`src/bk_defines.svh`:
```
// Sizes are fixed for 512-byte SD sectors of 16-bit words and an 8-bit sector index
`ifndef BK_DEFINES_SVH
`define BK_DEFINES_SVH

// ==================================================
// Sector and word geometry
// ==================================================
`define BK_WORDS        256     // Words per SD sector and buffer depth
`define BK_WORD_W       16      // Width of one buffer or memory word
`define BK_LOAD_SECTORS 256     // A load always reads the largest possible save

// ==================================================
// Save size masks, in units of sectors minus one
// ==================================================
// EEPROM tops out at 8 KiB, 16 sectors
`define BK_EEPROM_MASK  8'h0F
// SRAM is 32 KiB, 64 sectors
`define BK_SRAM_MASK    8'h3F
// Flash is 64 KiB, the 1M part doubles it through the top bit
`define BK_FLASH_MASK   8'h7F

`endif

```
`src/bk_pkg.sv`:
```
// Widths follow bk_defines.svh and the memory address is always {sector, word}
`include "bk_defines.svh"

package bk_pkg;

	// ==================================================
	// Plain vectors
	// ==================================================
	typedef logic [`BK_WORD_W-1:0]               buf_word_t;  // One 16-bit data word
	typedef logic [$clog2(`BK_WORDS)-1:0]        word_idx_t;  // Word within a sector
	typedef logic [$clog2(`BK_LOAD_SECTORS)-1:0] sector_t;    // Sector index, also the save size
	typedef logic [$bits(sector_t)+$bits(word_idx_t)-1:0] mem_addr_t;  // {sector, word}

	// ==================================================
	// Grouped signals
	// ==================================================
	typedef struct packed {
		logic eeprom;                // Bus access hits EEPROM
		logic sram;                  // Bus access hits SRAM
		logic flash;                 // Bus access hits Flash
	} save_kind_t;

	typedef struct packed {
		logic        mounted;        // One-cycle mount strobe from the host
		logic        readonly;
		logic [31:0] size;           // Image size in bytes
	} image_info_t;

	typedef struct packed {
		logic      req;              // One-cycle request pulse
		logic      rnw;              // 1 read from memory (save), 0 write (load)
		mem_addr_t addr;
		buf_word_t wdata;
	} mem_cmd_t;

	typedef struct packed {
		logic    rd;                 // Read sector from SD into the buffer
		logic    wr;                 // Write the buffer out to SD
		sector_t lba;
	} sd_cmd_t;

	// Transfer sequencer states
	typedef enum logic [2:0] {IDLE, LD_WAIT_SD, LD_COPY, SV_COPY, SV_WAIT_SD} bk_state_e;

endpackage

```
`src/bk_transfer_fsm.sv`:
```
// Triggers are sampled on clk_sys only, a load always walks all 256 sectors whatever the save size
`timescale 1ns/1ps
`include "bk_defines.svh"

module bk_transfer_fsm (
	input  logic             clk_sys,
	input  logic             reset,
	input  logic             load_req,       // Menu load request, edge triggered
	input  logic             save_req,       // Menu save request, edge triggered
	input  logic             autosave_en,
	input  logic             osd_status,     // High while the menu is open
	input  logic             cart_loading,
	input  logic             image_mounted,
	input  logic             bk_ena,         // Non-zero save size known
	input  logic             pending,        // Unsaved writes present
	input  bk_pkg::sector_t  save_sz,        // Last sector of a save
	input  logic             sd_ack,
	input  logic             mover_done,
	output bk_pkg::sd_cmd_t  sd_cmd,
	output logic             loading,
	output logic             mover_start,
	output logic             busy
);

	bk_pkg::bk_state_e state;

	logic old_load, old_save, old_auto, old_ack;
	logic mount_d;                            // Mount seen during cart load, one cycle late
	logic autosave;
	logic ack_rise, ack_fall;
	logic want_load, trigger;

	// ==================================================
	// Edge detection
	// ==================================================
	assign autosave  = osd_status & autosave_en;      // Menu opened with autosave on
	assign ack_rise  = ~old_ack & sd_ack;              // Host took the command
	assign ack_fall  = old_ack & ~sd_ack;              // Sector finished
	assign want_load = load_req | mount_d;
	assign trigger   = bk_ena & ((~old_load & load_req) | (~old_save & save_req)
		| (~old_auto & autosave & pending) | mount_d);
	assign busy      = (state != bk_pkg::IDLE);

	// The delay on the mount lets the new save size reach bk_ena first
	always_ff @(posedge clk_sys) begin
		if (reset) begin
			old_load <= 1'b0;
			old_save <= 1'b0;
			old_auto <= 1'b0;
			old_ack  <= 1'b0;
			mount_d  <= 1'b0;
		end else begin
			old_load <= load_req;
			old_save <= save_req;
			old_auto <= autosave;
			old_ack  <= sd_ack;
			mount_d  <= cart_loading & image_mounted;
		end
	end

	// ==================================================
	// Sector sequencer
	// ==================================================
	always_ff @(posedge clk_sys) begin
		if (reset) begin
			state       <= bk_pkg::IDLE;
			sd_cmd      <= '0;
			loading     <= 1'b0;
			mover_start <= 1'b0;
		end else begin
			if (ack_rise) begin
				sd_cmd.rd <= 1'b0;                     // Strobes drop once acknowledged
				sd_cmd.wr <= 1'b0;
			end
			case (state)
				bk_pkg::IDLE: begin
					sd_cmd.lba  <= '0;
					mover_start <= 1'b0;
					loading     <= 1'b0;
					if (trigger) begin
						loading <= want_load;
						if (want_load) begin
							sd_cmd.rd <= 1'b1;             // Load starts with an SD read
							state     <= bk_pkg::LD_WAIT_SD;
						end else begin
							mover_start <= 1'b1;           // Save starts with a memory copy
							state       <= bk_pkg::SV_COPY;
						end
					end
				end
				bk_pkg::LD_WAIT_SD: if (ack_fall) begin
					mover_start <= 1'b1;                   // Buffer full, push to memory
					state       <= bk_pkg::LD_COPY;
				end
				bk_pkg::LD_COPY: if (mover_done) begin
					mover_start <= 1'b0;
					sd_cmd.lba  <= sd_cmd.lba + 1'b1;
					if (sd_cmd.lba == bk_pkg::sector_t'(`BK_LOAD_SECTORS - 1)) begin
						state <= bk_pkg::IDLE;             // Last sector done
					end else begin
						sd_cmd.rd <= 1'b1;
						state     <= bk_pkg::LD_WAIT_SD;
					end
				end
				bk_pkg::SV_COPY: if (mover_done) begin
					mover_start <= 1'b0;
					sd_cmd.wr   <= 1'b1;                   // Buffer holds the sector now
					state       <= bk_pkg::SV_WAIT_SD;
				end
				bk_pkg::SV_WAIT_SD: if (ack_fall) begin
					sd_cmd.lba <= sd_cmd.lba + 1'b1;
					if (sd_cmd.lba == save_sz) begin
						state <= bk_pkg::IDLE;
					end else begin
						mover_start <= 1'b1;
						state       <= bk_pkg::SV_COPY;
					end
				end
				default: state <= bk_pkg::IDLE;
			endcase
		end
	end

	// Host sees at most one sector command at a time
	a_rd_wr_excl: assert property (@(posedge clk_sys) disable iff (reset)
		!(sd_cmd.rd && sd_cmd.wr));

endmodule

```
`config.mk`:
```
export PLATFORM = sky130hd
export DESIGN_NAME = bk_transfer_fsm
export DESIGN_NICKNAME = d
export VERILOG_FILES = /design/src/bk_pkg.sv /design/src/bk_transfer_fsm.sv
export VERILOG_INCLUDE_DIRS = /design/src
export SDC_FILE = /design/constraint.sdc
export NUM_CORES = 1
export LEC_CHECK = 0
export ABC_AREA = 1
export BUFFER_PORTS_ARGS = -buffer_cell sky130_fd_sc_hd__buf_2
export CORE_ASPECT_RATIO = 0.7
export CORE_MARGIN = 1.5
export CORE_UTILIZATION = 35
export DETAILED_ROUTE_END_ITERATION = 12
export PLACE_DENSITY_LB_ADDON = 0.08
export SLEW_MARGIN = 20
export SYNTH_ARGS = -nofsm -noshare
export SYNTH_HDL_FRONTEND = slang
export SYNTH_SLANG_ARGS = --single-unit
```
`constraint.sdc`:
```
create_clock -name clk_sys -period 1.45 [get_ports clk_sys]
set_input_delay 0.435 -clock clk_sys [delete_from_list [all_inputs] [get_ports clk_sys]]
set_output_delay 0.435 -clock clk_sys [all_outputs]
set_load 0.01 [all_outputs]
```
# [Yosys cells after proc, flatten, opt, wreduce, memory -nomap -nowiden]
# Cells that the tools add are included.
[totals] rom_bits=0 wordCells=79 regBits=20 output_inout_bits=13 latch_bits=0 ram_bits=0 memories=0 in_bits=20
[classes] n_reduce_logical=8 shifts=0 magnitude_cmp=0 mul=0 n_addsub=1 muxes=28 eq_ne=13 n_div=0 bitwise_logic=18
[ops] operator="8-bit one-hot mux with 3 select lines" count=1
[ops] operator="8-bit 2-to-1 mux" count=2
[ops] operator="3-bit 2-to-1 mux" count=5
[ops] operator="3-bit one-hot mux with 5 select lines" count=1
[ops] operator="1-bit 2-to-1 mux" count=14
[ops] operator="2-bit inequality test, second input constant" count=6
[ops] operator="5-bit AND reduction" count=2
[ops] operator="1-bit bitwise AND" count=9
[ops] operator="8-bit by 1-bit adder with 8-bit output, second input constant" count=1
[ops] operator="8-bit equality test" count=1
[ops] operator="8-bit equality test, second input constant" count=1
[ops] operator="3-bit by 2-bit equality test with 1-bit output, second input constant" count=2
[ops] operator="2-bit 2-to-1 mux" count=3
[ops] operator="3-bit nonzero test" count=2
[ops] operator="1-bit inverter" count=5
[ops] operator="1-bit bitwise OR" count=4
[ops] operator="1-bit one-hot mux with 4 select lines" count=1
[ops] operator="4-bit nonzero test" count=1
[ops] operator="3-bit by 1-bit equality test with 1-bit output, second input constant" count=1
[ops] operator="3-bit equality test, second input constant" count=1
[ops] operator="3-bit logical NOT" count=1
[ops] operator="3-bit AND reduction" count=1
[ops] operator="2-bit by 1-bit inequality test with 1-bit output, second input constant" count=1
[ops] operator="1-bit one-hot mux with 2 select lines" count=1
[ops] operator="2-bit OR reduction" count=1

# [Longest topological paths before layout]
# Gate-level depths: netlist (run 1).
[logic_depth] word_depth=8 mapped_depth=10 mapped_depth_nobuf=10

# [Worst setup path after synthesis (run 1)]
# OpenSTA, ideal clock, no wires.
[synth_path] path_type="reg-to-reg" from="register sd_cmd[1] in the netlist's numbering" to="register state[0]" stages_incl_launch_ff=9 path_buffers=0 arrival_ns=1.234 setup_slack_ns=0.084 required_ns=1.318 cell_sequence="dfxtp_1 ha_1 nand2_1 nor3_1 nand4_1 nand2_1 nand2_1 nand2_1 a21oi_1"
[synth_via] elab_chain_cells=4 word_cells_on_any_way=7 cone_classes="2 x eq/ne; 5 x mux"
[synth_rtl] element="start, declared" line="bk_transfer_fsm.sv:19" source="output bk_pkg::sd_cmd_t sd_cmd,"
[synth_rtl] element="8-bit equality test, on equally long branches" line="bk_transfer_fsm.sv:112, bk_transfer_fsm.sv:98"
[synth_rtl] element="2-bit 2-to-1 mux or 1-bit 2-to-1 mux (tied branches)" line="bk_transfer_fsm.sv:112, bk_transfer_fsm.sv:98"
[synth_rtl] element="3-bit 2-to-1 mux, on equally long branches" line="bk_transfer_fsm.sv:110, bk_transfer_fsm.sv:95"
[synth_rtl] element="3-bit one-hot mux with 5 select lines *" line="bk_transfer_fsm.sv:75" source="case (state)"
[synth_rtl] element="end signal, assigned" line="bk_transfer_fsm.sv:108" source="state <= bk_pkg::SV_WAIT_SD;"
[synth_rtl] element="end signal, assigned" line="bk_transfer_fsm.sv:113" source="state <= bk_pkg::IDLE;"
[synth_rtl] element="end signal, assigned" line="bk_transfer_fsm.sv:116" source="state <= bk_pkg::SV_COPY;"
[synth_rtl] element="end, declared" line="bk_transfer_fsm.sv:25" source="bk_pkg::bk_state_e state;"
# Every way passes the cells marked *; elsewhere a longest branch is shown, timed or not. The select of a mux whose other input is x is not followed.
# A chain may end at the register's enable or synchronous reset.

# [Worst setup path after layout (run 1)]
[layout_path] from="register state[1]" to="output port busy"
[layout_via] elab_chain_cells=1
[layout_rtl] element="start signal, assigned" line="bk_transfer_fsm.sv:66" source="state <= bk_pkg::IDLE;"
[layout_rtl] element="start signal, assigned" line="bk_transfer_fsm.sv:84" source="state <= bk_pkg::LD_WAIT_SD;"
[layout_rtl] element="start signal, assigned" line="bk_transfer_fsm.sv:87" source="state <= bk_pkg::SV_COPY;"
[layout_rtl] element="3-bit nonzero test" line="bk_transfer_fsm.sv:42" source="assign busy = (state != bk_pkg::IDLE);"
[layout_rtl] element="end, declared" line="bk_transfer_fsm.sv:22" source="output logic busy"
# Every way passes these cells.

==> results.py, run 1 <==
metrics = {
    "layout": {
        "fill_cells": 331,
        "nets": 247,
        "multi_input_area_um2": 672,
        "drive_gt1_frac": 0.375,
        "seq_area_um2": 409,
        "mostFrequentLayoutCell": "nand2_1",
        "layout_common_cells": "nand2_1, buf_2, inv_1",
        "area_delta_synth_final_pct": 36.7,
        "diodes": 0,
        "fin_cells": 262,
        "postLayoutCoreUtil": 0.504,
    },
    "timing": {
        "tightest_slew_ns": 0.341,
        "hold_viol": 0,
        "setup_viol": 1,
        "fin_ws_ns": -0.0175,
        "rsz0062_at_grt": "true",
        "fin_skew_ns": 0.00208,
        "setup-tns-final_ns": -0.0175,
        "finalMaxSlewViolations": 0,
        "fin_hold_ws_ns": 0.388,
        "slew_headroom": 0.771,
        "period_needed_ns": 1.47,
        "max_freq_mhz": 681,
        "fin_crit_sh": 1.01,
    },
    "critical_path": {
        "crit_chain": "buf_4 -> nor2_4 -> inv_2 -> buf_6",
        "critPathKind": "register to output port",
        "cp-endpoint": "busy",
        "r2r_cells": 10,
        "cp.depth": 4,
        "critPathMaxStageDelay_ns": 0.34,
        "crit_arrival_ns": 1.03,
        "timing.rr.end": "sd_cmd[5]",
        "r2r_start": "state[2]",
        "required_ns": 1.02,
        "cp.buffers_inverters": 3,
        "critPathSlowestCell": "dfxtp_2",
        "cp_top_family": "flip-flops",
        "startpoint_type": "register",
        "critPathCaptureType": "output port",
        "crit_path_max_fanout": 5,
        "ff2ff_setup_slack_ns": 0.08,
        "critPathLaunch": "state[1]",
    },
    "pwr": {
        "ir_worst_vdd_v": 0.000810,
        "powerDensity_nw_per_um2": 1550,
        "p_leak_nw": 0.791,
        "power_mw": 2.46,
    },
    "grt": {
        "grt.total_usage": 0.173,
        "grt_pass1_wl_um": 4890,
        "grt_pass1_vias": 1102,
        "antenna_found_initial": 0,
        "grt_max_degree": 14,
        "overflow": 0,
    },
    "synth": {
        "yosys_warnings": 0,
        "ys_seq_area_frac": 0.345,
        "synth-seq-cells": 20,
        "synthCells": 173,
        "syn_nets": 194,
        "netlist_area_um2": 1160,
        "ys_types": 26,
        "avgSynthCellArea_um2": 6.70,
    },
    "routing": {
        "viasPerCell": 4.64,
        "wire_per_inst_um": 11.4,
        "drt_wl_total_um": 2980,
        "drtAntennaViolNets": 0,
        "drtIter0Drc": 92,
        "drc": 2,
        "vias": 1216,
        "dr.pass1.iters": 8,
    },
    "placement": {
        "port-buffer-count": 32,
        "dp.cells": 254,
        "gp_congestion": 0.901,
        "post-dp-hpwl_um": 2430,
    },
    "clocking": {
        "ctsHoldBuffers": 0,
        "clock-root-buffer": "clkbuf_8",
        "clk_pin_slew_worst_paths_ns": 0.07,
        "clockBufferDepth": 2,
        "cts_buffers": 3,
        "cts_tree": "done",
        "cts_sinks": 20,
        "cts_htree_levels": 1,
        "clock_latency_ns": 0.26,
    },
    "status": {
        "violations": "design-rule violations, negative setup slack",
        "status": "finished, violations left",
    },
    "die": {
        "die_w_um": 71.8,
        "core_um2": 3150,
        "num_rows": 17,
        "dieArea_um2": 3670,
        "ios": 33,
        "chipHeight_um": 51.2,
        "start_util": 0.368,
    },
    "hold_path": {
        "hp-class": "input port to register",
    },
    "job": {
        "max_cap_violations": 0,
    },
}
[what timing repair did]
action,in CTS,in global routing
pin swaps,2,2
gates resized for setup,6,8
setup endpoints to repair,1,7
buffers inserted,4,1
[kinds of logic after synthesis]
family / share of synthesized area
buffers and inverters: 0.100
flip-flops: 0.345
XOR/XNOR: 0.0378
AND/OR/NAND/NOR: 0.398
adder cells (fa/ha/maj): 0.0108
AO/OA/AOI/OAI: 0.108
[sequential cells by signal (all words and copies together) (netlist names)]
signal and count:
old_save 1, old_auto 1, mount_d 1, old_ack 1, old_load 1, sd_cmd 10, loading 1, mover_start 1
state 3
[report_power, final]
| group | switching (mW) | internal, mW |
|---|---|---|
| sequential | 0.0647 | 0.646 |
| clock | 0.177 | 0.185 |
| combinational | 0.724 | 0.658 |
| total | 0.966 | 1.49 |
[synthesized netlist by cell type]
master | number | area share
nor2_2 | 3 | 0.016
a211oi_1 | 2 | 0.013
nand2_2 | 5 | 0.027
nand2_1 | 46 | 0.15
nor2_1 | 18 | 0.058
o21bai_1 | 2 | 0.013
o21a_1 | 1 | 0.0065
a21oi_1 | 10 | 0.043
nor3_1 | 4 | 0.017
nand3_2 | 1 | 0.0086
o21ai_0 | 4 | 0.017
or2_2 | 1 | 0.0054
nor3b_2 | 1 | 0.011
xnor2_1 | 4 | 0.030
inv_1 | 22 | 0.071
clkbuf_1 | 1 | 0.0032
dfxtp_1 | 20 | 0.35
nor2_4 | 1 | 0.0097
xor2_1 | 1 | 0.0076
nand2_4 | 3 | 0.029
buf_6 | 1 | 0.0097
a21oi_2 | 2 | 0.015
nand4_1 | 6 | 0.032
ha_1 | 1 | 0.011
inv_2 | 5 | 0.016
nand3_1 | 8 | 0.035
[layer usage]
layer / GRT usage / vias up / share of wire
met5: 0 / - / 0
met4: 0.0346 / 0 / 0.0024
met3: 0.0513 / 2 / 0.075
met2: 0.227 / 35 / 0.39
met1: 0.271 / 532 / 0.53
li1: - / 647 / -
[area by class of cell]
type                    count  area share
inverters                  27      0.0639
repair buffers             50       0.198
clock buffers               3      0.0260
flip-flops and latches     20       0.258
well taps                  38      0.0300
multi-input cells         124       0.424
[tightest hold or removal path: cells and delay by family]
| family | cells | cell delay (ns) |
|---|---|---|
| buffers and inverters | 2 | 0.11 |
| and+or+nand+nor | 1 | 0.07 |
[how the worst min path moves through the flow]
stage | slack (ns) | end | startpoint | cells after the start
after floorplan | 0.47 | mover_start | mover_start | 2
after global placement | 0.43 | mover_start | mover_start | 2
after detailed placement | 0.44 | mover_start | mover_start | 2
after CTS | 0.38 | mount_d | image_mounted | 3
after global routing | 0.38 | mount_d | image_mounted | 3
final | 0.39 | old_save | save_req | 3
[metrics by stage]
step                area (µm²)  setup slack [ns]
CTS                       1560           -0.0520
finish                    1590           -0.0175
global placement          1460            0.0114
floorplan                 1160            0.0839
detailed placement        1460            0.0112
global route              1590           -0.0619
(Power assumes the default switching activity.)
==> inputs of run 2 (changes only) <==
--- a/config.mk
+++ b/config.mk
@@ -8,11 +8,14 @@
 export LEC_CHECK = 0
 export ABC_AREA = 1
 export BUFFER_PORTS_ARGS = -buffer_cell sky130_fd_sc_hd__buf_2
+export CAP_MARGIN = 5
 export CORE_ASPECT_RATIO = 0.7
 export CORE_MARGIN = 1.5
 export CORE_UTILIZATION = 35
+export CTS_BUF_LIST = sky130_fd_sc_hd__clkbuf_8
 export DETAILED_ROUTE_END_ITERATION = 12
 export PLACE_DENSITY_LB_ADDON = 0.08
+export REMOVE_ABC_BUFFERS = 1
 export SLEW_MARGIN = 20
 export SYNTH_ARGS = -nofsm -noshare
 export SYNTH_HDL_FRONTEND = slang
==> run 2 against run 1 <==
  * The flow still finishes with violations (design-rule violations, negative setup slack)
  * Die area unchanged
  * Routed wire length decreased by 0.57%
  * Clock-buffer cell count increased by 1
  * Fmax increased by 0.31%
  * Global-route usage decreased by 0.058 points
  * Setup slack improved by 0.0045 ns
  * Register-to-register slack improved by 0.02 ns
  * Hold slack got worse by 0.0066 ns
==> results.py, run 2 (synthesis gave the netlist of run 1 again) <==
metrics = {
    "status": {
        "status": "finished, violations left",
        "violations": "design-rule violations, negative setup slack",
    },
    "layout": {
        "layout_common_cells": "nand2_1, buf_2, inv_1",
        "drive_gt1_frac": 0.359,
        "nets": 245,
        "diodes": 0,
        "largest_reg_flops": 10,
        "top_register": "sd_cmd",
        "mostFrequentLayoutCell": "nand2_1",
        "fill_cells": 335,
        "reg_top3": "sd_cmd (10), state (3)",
        "area_delta_synth_final_pct": 36.1,
    },
    "timing": {
        "rsz0062_at_grt": "true",
        "period_needed_ns": 1.46,
        "finalMaxSlewViolations": 0,
        "slew_headroom": 0.819,
        "setup_viol": 1,
        "hold_viol": 0,
        "fin_crit_sh": 1.01,
        "fin_ws_ns": -0.0129,
        "fin_skew_ns": 0.00259,
        "tightest_slew_ns": 0.270,
        "max_freq_mhz": 684,
        "fin_hold_ws_ns": 0.381,
    },
    "critical_path": {
        "r2r_start": "sd_cmd[0]",
        "startpoint_type": "register",
        "critPathKind": "register to output port",
        "crit_arrival_ns": 1.03,
        "critPathCaptureType": "output port",
        "required_ns": 1.02,
        "crit_path_max_fanout": 3,
        "critPathLaunch": "state[0]",
    },
    "die": {
        "num_rows": 17,
        "die_w_um": 71.8,
        "chipHeight_um": 51.2,
        "core_um2": 3150,
        "dieArea_um2": 3670,
        "start_util": 0.368,
        "ios": 33,
    },
    "clocking": {
        "cts_sinks": 20,
        "cts_htree_levels": 1,
        "clk_pin_slew_worst_paths_ns": 0.08,
        "cts_buffers": 3,
        "clockBufferDepth": 2,
        "clock-root-buffer": "clkbuf_8",
        "clock_latency_ns": 0.26,
        "cts_tree": "done",
        "ctsHoldBuffers": 0,
    },
    "grt": {
        "antenna_found_initial": 0,
        "grt_pass1_vias": 1090,
        "overflow": 0,
        "grt_pass1_wl_um": 4780,
        "grt_max_degree": 14,
        "grt.total_usage": 0.172,
    },
    "pwr": {
        "power_mw": 2.46,
        "ir_worst_vdd_v": 0.000919,
        "p_leak_nw": 0.788,
        "powerDensity_nw_per_um2": 1560,
    },
    "routing": {
        "dr.pass1.iters": 8,
        "drt_wl_total_um": 2960,
        "drtIter0Drc": 76,
        "vias": 1209,
        "drtAntennaViolNets": 0,
        "viasPerCell": 4.63,
        "drc": 1,
        "wire_per_inst_um": 11.3,
    },
    "hold_path": {
        "hold_start": "image_mounted",
        "hp-class": "input port to register",
    },
    "placement": {
        "post-dp-hpwl_um": 2400,
        "gp_congestion": 0.896,
        "port-buffer-count": 32,
    },
    "job": {
        "max_cap_violations": 0,
    },
}
-- run 2: changes by cell type in the layout (fill, tap and decap cells not counted), sizes merged --
cell / delta
clkbuf: +1
buf: -2
-- run 2: path summary, 6_finish.rpt --
check                endpoint  slack [ns]  depth (start not counted)
setup reg to reg    sd_cmd[9]        0.10                          8
setup / recovery         busy       -0.01                          5
hold / removal        mount_d        0.38                          3
hold reg to reg   mover_start        0.46                          2
-- run 2: cell type report --
cell class,instances,area [µm²],share of cell area
flip-flops and latches,20,409,0.259
multi-input cells,124,663,0.420
repair buffers,48,303,0.192
well taps,38,47.5,0.0301
inverters,27,101,0.0642
clock buffers,4,55.1,0.0349
-- run 2: through the flow --
step | setup slack (ns) | setup TNS [ns] | cells | cell area [µm²] | utilization
finish | -0.0129 | -0.0129 | 261 | 1580 | 0.502
global route | -0.0729 | -0.0897 | 261 | 1580 | 0.502
CTS | -0.0299 | -0.0299 | 259 | 1550 | 0.492
detailed placement | 0.0131 | 0 | 254 | 1460 | 0.465
global placement | 0.0311 | 0 | 254 | 1460 | 0.465
floorplan | 0.0938 | 0 | 171 | 1140 | -
-- run 2: per-layer routing --
metal | wire length (µm) | global-route usage | part of all wire
met1 | 1640 | 0.256 | 0.55
met2 | 1170 | 0.248 | 0.39
met3 | 145 | 0.0473 | 0.049
met4 | 7 | 0.0283 | 0.0024
met5 | 0 | 0 | 0
-- run 2: report_power, final --
group | switching [mW] | internal [mW] | total (mW)
clock | 0.188 | 0.242 | 0.430
sequential | 0.0651 | 0.651 | 0.716
combinational | 0.695 | 0.620 | 1.32
total | 0.949 | 1.51 | 2.46
-- run 2: what timing repair did --
action                                  in CTS  in global routing
endpoints found under the setup margin       1                  6
hold endpoints to repair                     0                  0
buffers inserted                             1                  2
pin swaps                                    0                  3
gates cloned                                 0                  0
gates resized for setup                      8                  5
-- run 2: critical path: stages (launching register included) --
cell and delay (ns):
dfxtp_4 0.37, nor2_4 0.09, inv_2 0.06, nor2_4 0.09, inv_2 0.05, buf_6 0.11
==> inputs of run 3 (changes only) <==
--- a/config.mk
+++ b/config.mk
@@ -11,7 +11,7 @@
 export CAP_MARGIN = 5
 export CORE_ASPECT_RATIO = 0.7
 export CORE_MARGIN = 1.5
-export CORE_UTILIZATION = 35
+export CORE_UTILIZATION = 25
 export CTS_BUF_LIST = sky130_fd_sc_hd__clkbuf_8
 export DETAILED_ROUTE_END_ITERATION = 12
 export PLACE_DENSITY_LB_ADDON = 0.08
==> run 3 against run 2 <==
  * The flow finishes with violations (negative setup slack)
  * Core utilization shrank 12 points
  * Die area grew 38%
  * Via count grew 1.7%
  * Global-route usage shrank 3.6 points
  * Total power grew 9.3%
==> results.py, run 3 (synthesis gave the netlist of run 1 again) <==
metrics = {
    "timing": {
        "fin_ws_ns": -0.0176,
        "setup-tns-final_ns": -0.0176,
        "fin_crit_sh": 1.01,
        "hold_viol": 0,
        "max_freq_mhz": 681,
        "finalMaxSlewViolations": 0,
        "fin_hold_ws_ns": 0.379,
        "rsz0062_at_grt": "true",
        "setup_viol": 1,
        "period_needed_ns": 1.47,
        "tightest_slew_ns": 0.322,
        "slew_headroom": 0.784,
        "fin_skew_ns": 0.00959,
    },
    "layout": {
        "largest_reg_flops": 10,
        "reg_top3": "sd_cmd (10), state (3)",
        "multi_input_area_um2": 666,
        "diodes": 0,
        "top_register": "sd_cmd",
        "layout_common_cells": "nand2_1, buf_2, inv_1, buf_4",
        "postLayoutCoreUtil": 0.377,
        "drive_gt1_frac": 0.389,
        "seq_area_um2": 410,
        "nets": 251,
        "fill_cells": 497,
        "mostFrequentLayoutCell": "nand2_1",
        "area_delta_synth_final_pct": 43.3,
    },
    "die": {
        "core_um2": 4400,
        "die_w_um": 84.4,
        "dieArea_um2": 5060,
        "start_util": 0.263,
        "num_rows": 20,
        "chipHeight_um": 60.0,
        "ios": 33,
    },
    "critical_path": {
        "required_ns": 1.02,
        "crit_arrival_ns": 1.03,
        "startpoint_type": "register",
        "critPathKind": "register to output port",
        "critPathCaptureType": "output port",
        "crit_path_max_fanout": 2,
        "cp.buffers_inverters": 3,
        "critPathSlowestCell": "dfxtp_2",
        "critPathMaxStageDelay_ns": 0.34,
        "crit_chain": "nor2_4 -> inv_2 -> nor2_4 -> inv_2 -> buf_6",
        "cp_top_family": "flip-flops",
    },
    "clocking": {
        "ctsHoldBuffers": 0,
        "cts_tree": "done",
        "cts_htree_levels": 1,
        "clock-root-buffer": "clkbuf_8",
        "clockBufferDepth": 2,
        "cts_buffers": 3,
        "clk_pin_slew_worst_paths_ns": 0.08,
        "cts_sinks": 20,
        "clock_latency_ns": 0.26,
    },
    "status": {
        "status": "finished, violations left",
        "violations": "negative setup slack",
    },
    "routing": {
        "dr.pass1.iters": 4,
        "top_layer_used": "met4",
        "drt_wl_total_um": 3220,
        "vias": 1229,
        "drc": 0,
        "viasPerCell": 4.33,
        "drtIter0Drc": 32,
        "wl_met3_um": 121,
        "drtAntennaViolNets": 0,
        "wl_met1_um": 1840,
        "dr_wl_met2_um": 1250,
        "wire_per_inst_um": 11.4,
    },
    "placement": {
        "post-dp-hpwl_um": 2620,
        "gp_congestion": 0.851,
        "port-buffer-count": 32,
    },
    "pwr": {
        "powerDensity_nw_per_um2": 1620,
        "ir_worst_vdd_v": 0.000711,
        "p_leak_nw": 0.823,
    },
    "grt": {
        "grt_pass1_wl_um": 5290,
        "antenna_found_initial": 0,
        "grt.total_usage": 0.136,
        "overflow": 0,
        "grt_pass1_vias": 1105,
        "grt_max_degree": 14,
    },
    "hold_path": {
        "hp-class": "input port to register",
    },
    "job": {
        "max_cap_violations": 0,
    },
}
run 3: final timing paths:
check,from,endpoint,slack [ns],depth (start not counted)
max,state[2],busy,-0.02,5
min,save_req,old_save,0.38,3
max reg2reg,state[0],sd_cmd[5],0.09,9
min reg2reg,mover_start,mover_start,0.45,2
run 3: timing repair:
item	4_1_cts	5_1_grt
buffers inserted	4	4
endpoints found under the setup margin	1	8
hold endpoints to repair	0	0
pin swaps	2	3
gates resized for setup	7	7
run 3: metal layers:
| layer | vias up | global-route usage |
|---|---|---|
| li1 | 658 | - |
| met1 | 552 | 0.210 |
| met2 | 17 | 0.187 |
| met3 | 2 | 0.0401 |
| met4 | 0 | 0.0207 |
| met5 | - | 0 |
run 3: area by class of cell:
class / count / area share
inverters: 27 / 0.0610
clock buffers: 3 / 0.0248
flip-flops and latches: 20 / 0.247
well taps: 55 / 0.0414
repair buffers: 54 / 0.207
multi-input cells: 124 / 0.401
clock inverters: 1 / 0.0181
run 3: power breakdown:
group	switching [mW]	total, mW	internal, mW
clock	0.191	0.560	0.369
sequential	0.0718	0.722	0.651
combinational	0.706	1.41	0.701
total	0.969	2.69	1.72
run 3: worst min-delay path, delay by kind of cell:
kind | cells | cell delay [ns]
buf+inv | 2 | 0.12
simple gates | 1 | 0.07
run 3: per-stage QoR:
| stage | area, µm² | power (mW) | worst slack, ns | instances |
|---|---|---|---|---|
| 5_1_grt | 1660 | 2.88 | -0.0754 | 284 |
| 4_1_cts | 1620 | 2.64 | -0.0744 | 281 |
| 6_report | 1660 | 2.69 | -0.0176 | 284 |
| 2_1_floorplan | 1140 | 1.37 | 0.0938 | 171 |
| 3_3_place_gp | 1500 | 1.88 | -0.0148 | 273 |
| 3_5_place_dp | 1500 | 1.90 | 0.00736 | 273 |
